[src/logic/aesKey_macros.svh]
`ifndef AES_KEY_MACROS_SVH
`define AES_KEY_MACROS_SVH

// ##################################################
// AES-128 key schedule dimensions.
// ##################################################

// Rounds after the initial key.
`define aesNumRounds 10

// Bits in one schedule word.
`define aesWordBits 32

// Words per round key (Nk for AES-128).
`define aesKeyWords 4

// First round constant.
`define aesRconInit 8'h01

`endif
[src/logic/aesKeyPkg.sv]
`include "aesKey_macros.svh"

package aesKeyPkg;

  // One schedule word.
  typedef logic [`aesWordBits-1:0] keyWordT;

  // Word 0 sits in the top 32 bits.
  typedef logic [`aesKeyWords*`aesWordBits-1:0] roundKeyT;

  // Round index, 0 to 10.
  typedef logic [3:0] roundIdxT;

  // S-box and Rcon bytes.
  typedef logic [7:0] byteT;

endpackage

[src/logic/roundKeyStore.sv]
`include "aesKey_macros.svh"

module roundKeyStore (
  input  logic                CLK,
  input  logic                CLR,
  input  logic                wrEn,
  input  aesKeyPkg::roundIdxT wrRound,
  input  aesKeyPkg::roundKeyT wrKey,
  input  aesKeyPkg::roundIdxT rdRound,
  output aesKeyPkg::roundKeyT rdKey
);

  // Initial key plus one entry per round.
  aesKeyPkg::roundKeyT keyBank [0:`aesNumRounds];

  always_ff @(posedge CLK or posedge CLR) begin
    if (CLR) begin
      for (int i = 0; i <= `aesNumRounds; i++) begin
        keyBank[i] <= '0;
      end
    end else if (wrEn && wrRound <= aesKeyPkg::roundIdxT'(`aesNumRounds)) begin
      keyBank[wrRound] <= wrKey;
    end
  end

  // Round-indexed read.
  always_comb begin
    if (rdRound <= aesKeyPkg::roundIdxT'(`aesNumRounds)) begin
      rdKey = keyBank[rdRound];
    end else begin
      rdKey = '0; // Out of range.
    end
  end

endmodule

[config.mk]
export PLATFORM = sky130hd
export DESIGN_NAME = roundKeyStore
export DESIGN_NICKNAME = d
export VERILOG_FILES = /design/src/logic/aesKeyPkg.sv /design/src/logic/roundKeyStore.sv
export VERILOG_INCLUDE_DIRS = /design/src /design/src/logic
export SDC_FILE = /design/constraint.sdc
export NUM_CORES = 2
export LEC_CHECK = 0
export ABC_CLOCK_PERIOD_IN_PS = 40700
export BUFFER_PORTS_ARGS = -buffer_cell sky130_fd_sc_hd__buf_2
export CORE_MARGIN = 2
export CORE_UTILIZATION = 30
export DETAILED_ROUTE_END_ITERATION = 16
export GPL_ROUTABILITY_DRIVEN = 0
export MAX_ROUTING_LAYER = met4
export PLACE_DENSITY = 0.42
export SETUP_SLACK_MARGIN = 0.5
export SLEW_MARGIN = 10
export SYNTH_ARGS = -nofsm -noshare
export SYNTH_HDL_FRONTEND = slang
export SYNTH_SLANG_ARGS = --single-unit
[constraint.sdc]
create_clock -name CLK -period 40.7 [get_ports CLK]
set_clock_uncertainty 0.2 [all_clocks]
set_input_delay 0 -clock CLK [delete_from_list [all_inputs] [get_ports CLK]]
set_output_delay 0 -clock CLK [all_outputs]
set_load 0.005 [all_outputs]
==> run metrics <==
fraction of registers with async set/reset 100%; WP data required roughly 41 ns; area grow syn2layout 18.6%; slew of the pin with the lowest slew margin 1.11 ns; Worst VDD drop between 0.04 and 0.05 mV; clock sink total 1408; initial antenna violation count 27; Top reg by flops keyBank; Initial DRC Count around 1800; master of the slowest instance on the critical path buf_4; sw frac between 20% and 30%; I/O Buffers around 270; CP Capture Type asynchronous set/reset pin; RSZ-0062 raised after global routing false; syn_area_per_cell 14.9 um2; Switching Power 1.07 mW; # rows 170; CP Launch Type input pin; worst-skew pair later-pin latency slightly above 0.8 ns; Static Leak 33.2 nW; fmax 0.217 GHz; Max transition margin 25.9%; Seq pwr share 45.4%; Final period util 11.3%; filler cell count approximately 21000; MaxCap Viol Count 0; antenna viol nets, final 0; ratio of cells with drive above 1 in the final layout 43.8%; Worst-path clk slew ~0.060 ns; # DRC 0; Largest regs keyBank: 1408 flops; Clock Path Buffers 3; wire per inst 25.8 um; Placed Instance Area 67900 um2; Setup TNS 0 ns; CP arrival roughly 5.2 ns; dominant synthesized flop cell dfrtp_1; CP peak stage delay ~0.84 ns; combinational share of power about 17%; Setup CP Type input pin to asynchronous set/reset pin; Worst Hold Slack between 0.03 and 0.04 ns; grt total ovfl 0; largest net degree at the start of global routing 160; Die Area 218000 um2; global-route wire length before repair approximately 300000 um; sequential fraction of the synthesis area a little over half; Initial Util a little under a third; Post-Synthesis Net Count 4455; vias in the first global route 41600; hold crit path type input pin to register; PwrDens 54.1 nW/um2; fin. max-slew vios 0; Vias/cell 5.05; Syn Inst Count 4316; post-CTS setup buffers 0; CTS tree yes; Post-synth EDFFs 0; # setup viols final 0; final WL 197000 um; H-tree Lvls 4; clock power share 37.5%; drt first pass iters 4; shortest period the worst path allows 4.62 ns; total CTS buffers 171; Int Power 3.07 mW; Vias around 39000; chip height roughly 470 um; I/O Pins 267; Core Region 214000 um2; most frequent cells in the layout dfrtp_1, mux2_2, mux2i_1; Worst Path Max Fanout 93; DP HPWL 105000 um; Final Hold Fails 0; number of flip-flops under the largest register name 1408; Post-Syn Area about 64000 um2; post-route cell area 76400 um2; chip width 467 um; run status complete, no violations; CTS Root Cell clkbuf_16; Tot GR Track Use a little under a fifth; crit-path cells dlygate4sd3_1 -> buf_2 -> dlygate4sd3_1 -> inv_8 -> buf_4 -> buf_4 -> buf_4 -> buf_4; CP dominant cell by count buf_4; distinct cell type count after synthesis 25; final-stage net count 4797; commonest non-fill, non-tap cell in the layout dfrtp_1; Seq cells post-synth between 1000 and 1500; Syn. warnings 0
what timing repair did:
item / 4_1_cts / 5_1_grt
hold buffers: 274 / 0
endpoints found under the hold margin: 1870 / 0
setup endpoints to repair: 0 / 0
gates resized for setup: 0 / 0
synth_stat cells (3+ instances only):
cell type  count  share of area (%)
a221oi_1     118                1.6
a221oi_2      10               0.23
a22o_1       128                1.7
buf_1         10              0.058
buf_2        210                1.6
buf_4         19               0.22
buf_6         27               0.47
clkbuf_1     186                1.1
dfrtp_1     1408                 55
mux2_1        61                1.1
mux2_2      1347                 24
mux2i_1      384                6.0
mux4_2       128                4.5
nand2b_1     132                1.3
nand3b_1       3              0.035
nor2_1         6              0.035
o2bb2ai_1    128                1.7
final timing paths:
kind / start / depth (start not counted) / slack [ns] / endpoint
max: CLR / 8 / 36.08 / keyBank[29]
min: wrKey[48] / 3 / 0.04 / keyBank[48]
max reg2reg: keyBank[268] / 2 / 39.16 / keyBank[268]
max in group CLK: rdRound[1] / 9 / 36.12 / rdKey[11]
min reg2reg: keyBank[271] / 1 / 0.29 / keyBank[271]
min in group asynchronous: CLR / 4 / 0.25 / keyBank[351]
metrics by stage:
step	util (%)	instances	power, mW	worst slack, ns
2_1_floorplan	-	4316	2.41	0.796
3_3_place_gp	31.7	7049	2.58	36.01
3_5_place_dp	31.7	7049	2.60	36.01
4_1_cts	35.7	7630	4.20	36.00
5_1_grt	35.7	7650	4.36	35.41
6_report	35.7	7651	4.14	36.08
power groups by stage:
| stage | sequential (mW) | combinational (mW) | clock (mW) |
|---|---|---|---|
| detailed placement | 1.90 | 0.695 | 0 |
| finish | 1.88 | 0.706 | 1.55 |
| global placement | 1.90 | 0.685 | 0 |
| floorplan | 1.87 | 0.541 | 0 |
| CTS | 1.88 | 0.721 | 1.60 |
| global route | 1.92 | 0.774 | 1.66 |
final cells by class:
| cell class | count | area, um2 | area share, % |
|---|---|---|---|
| flip-flops and latches | 1408 | 35200 | 46.1 |
| clock inverters | 45 | 666 | 0.871 |
| repair buffers | 621 | 4830 | 6.33 |
| well taps | 2838 | 3550 | 4.65 |
| inverters | 2 | 15.0 | 0.0197 |
| multi-input cells | 2454 | 27000 | 35.4 |
| diodes | 21 | 52.6 | 0.0688 |
| clock buffers | 262 | 4990 | 6.54 |
layer usage:
metal	GRT usage, %	share of wire (%)
met4	4.09	1.9
met2	28.9	47
met5	-	0
met1	25.7	48
met3	2.97	3.3
worst max-delay path, delay by kind of cell:
| family | cells | cell delay [ns] |
|---|---|---|
| buffers and inverters | 8 | 4.80 |
kinds of logic after synthesis:
family | Yosys count | synth area share [%]
muxes | 1920 | 35.1
buffers and inverters | 454 | 3.48
and+or+nand+nor | 149 | 1.44
DFF | 1408 | 54.7
AOI/OAI and AO/OA | 385 | 5.34
(Power assumes the default switching activity.)
