**src/logic/aesKey_macros.svh**
```systemverilog
`ifndef AES_KEY_MACROS_SVH
`define AES_KEY_MACROS_SVH

// ##################################################
// AES-128 key schedule dimensions.
// ##################################################

// Rounds after the initial key.
`define aesNumRounds 10

// Bits in one schedule word.
`define aesWordBits 32

// Words per round key (Nk for AES-128).
`define aesKeyWords 4

// First round constant.
`define aesRconInit 8'h01

`endif
```
**src/logic/aesKeyPkg.sv**
```systemverilog
`include "aesKey_macros.svh"

package aesKeyPkg;

  // One schedule word.
  typedef logic [`aesWordBits-1:0] keyWordT;

  // Word 0 sits in the top 32 bits.
  typedef logic [`aesKeyWords*`aesWordBits-1:0] roundKeyT;

  // Round index, 0 to 10.
  typedef logic [3:0] roundIdxT;

  // S-box and Rcon bytes.
  typedef logic [7:0] byteT;

endpackage

```
**src/logic/keySequencer.sv**
```systemverilog
`include "aesKey_macros.svh"

module keySequencer (
  input  logic                CLK,
  input  logic                CLR,
  input  logic                start,
  input  aesKeyPkg::roundKeyT cipherKey,
  input  aesKeyPkg::roundKeyT nextKey,
  output aesKeyPkg::roundKeyT curKey,
  output aesKeyPkg::byteT     rcon,
  output logic                wrEn,
  output aesKeyPkg::roundIdxT wrRound,
  output aesKeyPkg::roundKeyT wrKey,
  output logic                done
);

  logic                busy;
  logic                accept;
  logic                lastRound;
  aesKeyPkg::roundIdxT roundCnt;
  aesKeyPkg::roundIdxT roundNext;
  aesKeyPkg::byteT     rconReg;
  aesKeyPkg::byteT     rconNext;
  aesKeyPkg::roundKeyT curKeyReg;

  assign accept    = start & ~busy; // Start while busy is dropped.
  assign roundNext = aesKeyPkg::roundIdxT'(roundCnt + 4'd1);
  assign lastRound = (roundNext == aesKeyPkg::roundIdxT'(`aesNumRounds));
  assign rconNext  = {rconReg[6:0], 1'b0} ^ (rconReg[7] ? 8'h1b : 8'h00);

  // ##################################################
  // Write side of the key store.
  // ##################################################
  assign wrEn    = accept | busy;
  assign wrRound = busy ? roundNext : '0;
  assign wrKey   = busy ? nextKey : cipherKey;

  always_ff @(posedge CLK or posedge CLR) begin
    if (CLR) begin
      busy     <= 1'b0;
      done     <= 1'b0;
      roundCnt <= '0;
      rconReg  <= '0;
    end else if (accept) begin
      busy     <= 1'b1;
      done     <= 1'b0;
      roundCnt <= '0;
      rconReg  <= `aesRconInit;
    end else if (busy) begin
      roundCnt <= roundNext;
      rconReg  <= rconNext;
      if (lastRound) begin
        busy <= 1'b0;
        done <= 1'b1; // Rises with the round-10 write.
      end
    end
  end

  // Current key, payload only.
  always_ff @(posedge CLK) begin
    if (accept) begin
      curKeyReg <= cipherKey;
    end else if (busy) begin
      curKeyReg <= nextKey;
    end
  end

  assign curKey = curKeyReg;
  assign rcon   = rconReg;

endmodule

```
**config.mk**
```make
export PLATFORM = sky130hd
export DESIGN_NAME = keySequencer
export DESIGN_NICKNAME = d
export VERILOG_FILES = /design/src/logic/aesKeyPkg.sv /design/src/logic/keySequencer.sv
export VERILOG_INCLUDE_DIRS = /design/src /design/src/logic
export SDC_FILE = /design/constraint.sdc
export NUM_CORES = 1
export LEC_CHECK = 0
export ABC_AREA = 1
export BUFFER_PORTS_ARGS = -buffer_cell sky130_fd_sc_hd__buf_2
export CAP_MARGIN = 20
export CORE_AREA = 5 5 202 204
export DETAILED_ROUTE_END_ITERATION = 10
export DIE_AREA = 0 0 207 209
export HOLD_SLACK_MARGIN = 0.02
export SLEW_MARGIN = 20
export SYNTH_ARGS = -nofsm -noshare
export SYNTH_HDL_FRONTEND = slang
export SYNTH_SLANG_ARGS = --single-unit
export TNS_END_PERCENT = 20
```
**constraint.sdc**
```tcl
create_clock -name CLK -period 3.15 [get_ports CLK]
set_input_delay 0.7875 -clock CLK [delete_from_list [all_inputs] [get_ports CLK]]
set_output_delay 0.7875 -clock CLK [all_outputs]
set_load 0.1 [all_outputs]
```
==> impl_metrics.csv <==
group,metric,value,unit
final_layout,final_cells,1941,
outcome,status,"finished, final reports clean",
clock_network,cts_sinks,142,
setup_path,rr_startpoint,"busy",
clock_network,cts_htree_levels,4,
timing,setup_violations,0,
min_path,worstHoldPathType,"input port to async pin",
synthesis,avgSynthCellArea,8.50,um2
clock_network,cts_tree,"built",
placed_design,dpl.hpwl,23100,um
route,postRouteWirelength,29200,um
floorplan,dieArea,43300,um2
route,dr.pass1.iters,5,
clock_network,cts_buffer_depth,2,
final_layout,drive_above_1_share,41.4,%
global_route,grt_pass1_wl,43300,um
timing,tightest_slew,0.799,ns
synthesis,syn-num-nets,1152,
clock_network,clk_pin_slew,0.07,ns
clock_network,cts_root_buffer,"clkbuf_16",
setup_path,cp-start-kind,"register",
synthesis,synth-seq-area-share,55.4,%
setup_path,cp_max_fo,47,
flow_run,cap_violations,0,
setup_path,critPathRequiredTime,2.36,ns
global_route,grt_max_degree,138,
clock_network,cts_made_buffers,17,
route,drtIter0Drc,508,
placed_design,dp_cells,1908,
setup_path,crit_arrival,2.20,ns
timing,timing.slew.headroom,46.7,%
synthesis,synth_top_area_share,50.7,%
final_layout,final_cell_mix,"buf_2, nand2_1, o21ai_0, inv_1, edfxtp_1",
setup_path,path_cells,"buf_12 > buf_4 > nand2_1 > o21ai_0 > buf_2",
global_route,grt_antenna_before_repair,2,
timing,fmax,335,MHz
final_layout,utilization,29.1,%
floorplan,start_util,19.4,%
setup_path,slowest_delay,0.61,ns
route,vias,7853,
synthesis,synth_seq_cells,142,
synthesis,yosys_warnings,0,
synthesis,synth_cell_type_count,23,
synthesis,synthTopCellsByArea,"edfxtp_1, nand2_1, o21ai_0",
synthesis,yosysTopAreaCell,"edfxtp_1",
floorplan,die_x,207,um
global_route,grt_usage,12.8,%
route,drtAntennaViolNets,0,
timing,finalCriticalPeriod,2.99,ns
final_layout,syn_to_final_growth,50.2,%
route,via_per_inst,4.05,
synthesis,netlist_instances,891,
placed_design,port_buffers,528,
global_route,grt_pass1_vias,7482,
route,avgRoutedWirePerCell,15.0,um
floorplan,fp.dieH,209,um
floorplan,rows,73,
setup_path,crit_path_end_kind,"primary output",
timing,slew_viol_final,0,
setup_path,rrSetupSlack,0.64,ns
clock_network,clk_latency,0.43,ns
placed_design,gp_congestion,0.957,
floorplan,pin_count,529,
setup_path,rr_worst_depth,6,
global_route,grt-ovfl-total,0,
setup_path,critical_path_class,"register to primary output",
timing,fin_hold_ws,0.380,ns
timing,finalHoldViolCount,0,
timing,rsz0062_at_grt,"no",
route,route.detailed.drc,0,
floorplan,coreArea,39100,um2
timing,skew,0.0120,ns
setup_path,r2r_end,"curKey[114]",
final_layout,nets,1663,
synthesis,syn_area,7570,um2
clock_network,cts.hold.buffers_added,0,
final_layout,final_common_cell,"buf_2",
setup_path,cp_slowest_cell,"dfrtp_4",
timing,period_share,94.8,%
[worst max-delay path by stage]
stage	startpoint	end	slack, ns
after global routing	busy	wrKey[25]	0.001
after detailed placement	busy	wrKey[10]	0.49
final	busy	wrKey[25]	0.16
after global placement	cipherKey[105]	wrKey[105]	0.51
after CTS	busy	wrKey[26]	0.06
after floorplan	busy	wrKey[100]	-0.57
[cell usage after synthesis (all sizes together)]
cell type,n
o21ai,266
nand2,262
inv,142
edfxtp,128
buf,44
clkbuf,14
dfrtp,14
nor2,6
o22ai,5
a21oi,3
ha,2
nand3,2
a22oi,1
nand4,1
xnor2,1
[critical path, delay by kind of cell (launching register included)]
kind | cells | cell delay (ns)
AND/OR/NAND/NOR | 1 | 0.06
buffers and inverters | 3 | 0.96
flip-flops | 1 | 0.61
AO/OA/AOI/OAI | 1 | 0.07
[registers in the layout, summed over array words and instances (netlist names)]
| register | count |
|---|---|
| roundCnt | 4 |
| done | 1 |
| rcon | 8 |
| busy | 1 |
| curKey | 128 |
[final cells by class]
cell class / count / area [um2]
clock buffer: 18 / 429
tap: 525 / 657
clock inverter: 14 / 191
antenna: 1 / 2.50
sequential: 142 / 4200
inverter: 142 / 541
fill: 4236 / 27700
multi-input combinational: 549 / 2470
timing repair buffer: 550 / 2890
[stage by stage]
stage / setup slack [ns] / TNS (ns) / instance area, um2
2_1_floorplan: -0.565 / -72.10 / 7570
3_3_place_gp: 0.512 / 0 / 10700
3_5_place_dp: 0.485 / 0 / 10700
4_1_cts: 0.0637 / 0 / 11300
5_1_grt: 0.00114 / 0 / 11400
6_report: 0.164 / 0 / 11400
[metal layers]
metal / vias to the layer above / GRT usage, % / wire (um)
met1: 3532 / 15.6 / 12200
met4: 0 / 4.70 / 650
met3: 35 / 4.44 / 2320
met2: 341 / 21.0 / 14100
li1: 3945 / - / -
met5: - / 0 / 0
[cells by family after synthesis]
logic type	synth area share, %
AOI/OAI and AO/OA	18.3
xor gates and xnor gates	0.116
adders and majority gates	0.330
buffers and inverters	12.1
DFF	55.4
and+or+nand+nor	13.8
[repair_timing]
item / in CTS / in global routing
buffers inserted: 0 / 0
endpoints found under the setup margin: 1 / 19
resized for setup: 1 / 11
Power is not shown: default switching activity piles up to over one toggle a cycle in this logic, so the estimate is an artifact.
