<file path="config.mk">
export PLATFORM = sky130hd
export DESIGN_NAME = keyRoundStep
export DESIGN_NICKNAME = d
export VERILOG_FILES = /design/src/logic/aesKeyPkg.sv /design/src/logic/keyRoundStep.sv /design/src/logic/aesSbox.sv
export VERILOG_INCLUDE_DIRS = /design/src /design/src/logic
export SDC_FILE = /design/constraint.sdc
export NUM_CORES = 2
export LEC_CHECK = 0
export BUFFER_PORTS_ARGS = -buffer_cell sky130_fd_sc_hd__buf_2
export CAP_MARGIN = 10
export CORE_MARGIN = 2
export CORE_UTILIZATION = 60
export DETAILED_ROUTE_END_ITERATION = 16
export PLACE_DENSITY = 0.78
export SYNTH_ARGS = -nofsm -noshare
export SYNTH_HDL_FRONTEND = slang
export SYNTH_SLANG_ARGS = --single-unit
</file>
<file path="constraint.sdc">
create_clock -name vclk -period 48.5
set_input_delay 9.7 -clock vclk [all_inputs]
set_output_delay 9.7 -clock vclk [all_outputs]
set_load 0.1 [all_outputs]
</file>
<file path="src/logic/aesKey_macros.svh">
`ifndef AES_KEY_MACROS_SVH
`define AES_KEY_MACROS_SVH

// ##################################################
// AES-128 key schedule dimensions.
// ##################################################

// Rounds after the initial key.
`define aesNumRounds 10

// Bits in one schedule word.
`define aesWordBits 32

// Words per round key (Nk for AES-128).
`define aesKeyWords 4

// First round constant.
`define aesRconInit 8'h01

`endif
</file>
<file path="src/logic/aesKeyPkg.sv">
`include "aesKey_macros.svh"

package aesKeyPkg;

  // One schedule word.
  typedef logic [`aesWordBits-1:0] keyWordT;

  // Word 0 sits in the top 32 bits.
  typedef logic [`aesKeyWords*`aesWordBits-1:0] roundKeyT;

  // Round index, 0 to 10.
  typedef logic [3:0] roundIdxT;

  // S-box and Rcon bytes.
  typedef logic [7:0] byteT;

endpackage

</file>
<file path="src/logic/keyRoundStep.sv">
`include "aesKey_macros.svh"

module keyRoundStep (
  input  aesKeyPkg::roundKeyT curKey,
  input  aesKeyPkg::byteT     rcon,
  output aesKeyPkg::roundKeyT nextKey
);

  aesKeyPkg::keyWordT oldWord [0:`aesKeyWords-1];
  aesKeyPkg::keyWordT newWord [0:`aesKeyWords-1];
  aesKeyPkg::keyWordT rotWord;
  aesKeyPkg::keyWordT subWord;
  aesKeyPkg::keyWordT tWord;

  genvar g;
  for (g = 0; g < `aesKeyWords; g++) begin : gWords
    assign oldWord[g] = curKey[(`aesKeyWords-1-g)*`aesWordBits +: `aesWordBits];
    assign nextKey[(`aesKeyWords-1-g)*`aesWordBits +: `aesWordBits] = newWord[g];
  end

  assign rotWord = {oldWord[`aesKeyWords-1][23:0], oldWord[`aesKeyWords-1][31:24]}; // RotWord.

  // SubWord, one S-box per byte.
  for (g = 0; g < `aesWordBits / 8; g++) begin : gSub
    aesSbox sbox (
      .inByte (rotWord[8*g +: 8]),
      .outByte(subWord[8*g +: 8])
    );
  end

  assign tWord = subWord ^ {rcon, 24'h000000};

  always_comb begin
    newWord[0] = oldWord[0] ^ tWord;
    for (int i = 1; i < `aesKeyWords; i++) begin
      newWord[i] = oldWord[i] ^ newWord[i-1]; // Chained XOR.
    end
  end

endmodule

</file>
<file path="src/logic/aesSbox.sv">
module aesSbox (
  input  aesKeyPkg::byteT inByte,
  output aesKeyPkg::byteT outByte
);

  // GF(2^8) multiply, reduction polynomial x^8+x^4+x^3+x+1.
  function automatic aesKeyPkg::byteT gfMul(input aesKeyPkg::byteT a,
                                            input aesKeyPkg::byteT b);
    aesKeyPkg::byteT acc;
    aesKeyPkg::byteT sh;
    acc = 8'h00;
    sh = a;
    for (int i = 0; i < 8; i++) begin
      if (b[i]) begin
        acc = acc ^ sh;
      end
      sh = {sh[6:0], 1'b0} ^ (sh[7] ? 8'h1b : 8'h00);
    end
    return acc;
  endfunction

  aesKeyPkg::byteT x2;
  aesKeyPkg::byteT x3;
  aesKeyPkg::byteT x6;
  aesKeyPkg::byteT x12;
  aesKeyPkg::byteT x15;
  aesKeyPkg::byteT x30;
  aesKeyPkg::byteT x60;
  aesKeyPkg::byteT x120;
  aesKeyPkg::byteT x240;
  aesKeyPkg::byteT x252;
  aesKeyPkg::byteT inv;

  // ##################################################
  // Inverse as x^254; zero stays zero.
  // ##################################################
  assign x2   = gfMul(inByte, inByte);
  assign x3   = gfMul(x2, inByte);
  assign x6   = gfMul(x3, x3);
  assign x12  = gfMul(x6, x6);
  assign x15  = gfMul(x12, x3);
  assign x30  = gfMul(x15, x15);
  assign x60  = gfMul(x30, x30);
  assign x120 = gfMul(x60, x60);
  assign x240 = gfMul(x120, x120);
  assign x252 = gfMul(x240, x12);
  assign inv  = gfMul(x252, x2);

  // ##################################################
  // Affine transform.
  // ##################################################
  assign outByte = inv
                 ^ {inv[6:0], inv[7]}
                 ^ {inv[5:0], inv[7:6]}
                 ^ {inv[4:0], inv[7:5]}
                 ^ {inv[3:0], inv[7:4]}
                 ^ 8'h63;

endmodule

</file>
==> run metrics <==
Die ar.=83400 um^2; IO Port Bufs=264; CP max-delay cell=xnor2_1; Routed Antenna Nets=0; Ys Warns=0; First DRT Iteration DRCs=4546; fill count=7102; Hold/Removal Path Class=in2out; Max-cap violations=0; DP Worst Slack=5.98 ns; area delta synth->final=3.81%; Seq cells=0; syn_area_per_cell=7.90 um^2; die span in x=289 um; Setup CP Type=in2out; count of cells resized by post-cts repair=0; vias per cell=6.10; Die H=289 um; CTS Hold Bufs=0; run status=finished, final reports clean; Seq/Total Area, Yosys=0%; Max Fclk=23.3 MHz; Final Cell Area=50500 um^2; Final setup viols=0; DRC Markers=0; Setup crit start kind=primary input; Setup WS post-layout=5.63 ns; first-pass GRT wire length=213 mm; row count=104; RSZ-0062 raised after global routing=false; synthesized area=48700 um^2; most frequent cells after synthesis=xnor2_1, nor2_1, nand2_1, xor2_1, xnor3_1; Setup TNS=0 ns; CORE AREA=80400 um^2; Yosys cell types=124; Pins Over Slew Limit=0; initial antenna violation count=12; CP Max Fanout=33; largest net degree at the start of global routing=41; fin crit share=88.4%; Synth area leaders=xnor2_1, xnor3_1, xor2_1; syn nets=6325; count leader, synth=xnor2_1; Initial Util=60.5%; RePlAce Congestion=0.950; Top Ports=264; Setup Buffers After CTS=0; clkbuf count=0; gr ovfl total=0; drt wl/cell=18.6 um; total track usage=30.4%; Worst path most repeated cell=xnor2_1; fin nets=6323; crit end category=primary output; critical path's largest stage delay=0.97 ns; Final min period=42.87 ns; layout cells sized above 1=10.8%; Worst-Margin Slew=1.22 ns; Critical Path RT=38.80 ns; critical path arrival=33.17 ns; Cells after Synth=6161; Hold Fails Final Rpt=0; hold_ws=19.85 ns; Synth top area share=24.9%; vias in the first global route=40300; max_slew headroom=18.3%; Post-Route WL=134 mm; register area=0 um^2; largest area contributor in the netlist=xnor2_1; vias=44100; DP Wirelength=101 mm; placed cell area=50500 um^2; TritonRoute pass-1 iters=9
[routing by layer]
metal | GRT usage (%) | vias up | part of all wire (%)
met3 | 2.12 | 202 | 7.4
met2 | 50.1 | 1801 | 47
li1 | - | 21100 | -
met4 | 7.47 | 8 | 2.1
met1 | 43.3 | 21000 | 43
met5 | 0 | - | 0.042
[worst max-delay path, delay by kind of cell]
| family | cells | cell delay (ns) |
|---|---|---|
| multiplexers | 1 | 0.31 |
| buffers and inverters | 7 | 2.31 |
| adder cells (fa/ha/maj) | 6 | 2.88 |
| AO/OA/AOI/OAI | 7 | 1.83 |
| AND/OR/NAND/NOR | 11 | 2.63 |
| XOR/XNOR | 30 | 13.42 |
[cells by family after synthesis]
| family | synth area share, % |
|---|---|
| compound gates | 14.0 |
| xor+xnor | 56.4 |
| fa+ha+maj | 0.720 |
| buf+inv | 4.68 |
| mux | 4.57 |
| simple gates | 19.6 |
[cell type report]
class / instances / area (um^2) / area share, %
multi-input cells: 5641 / 46500 / 92.0
repair buffers: 378 / 2180 / 4.31
well taps: 1060 / 1330 / 2.63
inverters: 138 / 518 / 1.03
diodes: 11 / 27.5 / 0.0545
[worst paths after layout]
kind                  startpoint          end  slack (ns)  depth (start not counted)
worst max-delay path  curKey[23]  nextKey[89]        5.63                         62
worst min-delay path  curKey[83]  nextKey[83]       19.85                          3
[placed cells by master (no fill, tap or decap), types with 23 or more instances in the layout]
cell type  Yosys  layout
xnor2_1     1386    1377
xnor2_2       85      94
a21oi_1      204     204
a211oi_1      47      47
nor2_1       736     736
nand4_1       29      29
a22oi_1       30      30
nand2b_1      71      71
xor2_2        21      23
xor3_1        49      49
a221oi_1      29      29
xor2_1       426     424
xnor3_1      346     346
nor4_1        23      23
a31oi_1       41      41
or3_1         39      39
and3_1        50      50
o221ai_1      24      24
o211ai_1      39      39
nor3b_1       28      28
o21ai_0      171     171
o22ai_1       48      48
nor3_1       146     146
mux2i_1      180     180
nand2_1      612     612
and2_1        49      49
nand3_1      120     120
buf_4         34     114
nor2b_1       76      76
buf_2        124     264
mux2_2        30      30
ha_1          28      28
a32oi_1       23      23
inv_1         95      95
[stage by stage]
| stage | utilization (%) | std cells |
|---|---|---|
| after floorplan | - | 6161 |
| after global placement | 62.8 | 7217 |
| after detailed placement | 62.8 | 7217 |
| after CTS | 62.8 | 7217 |
| after global routing | 62.8 | 7220 |
| final | 62.8 | 7228 |
Power is not shown: default switching activity piles up to over one toggle a cycle in this logic, so the estimate is an artifact.
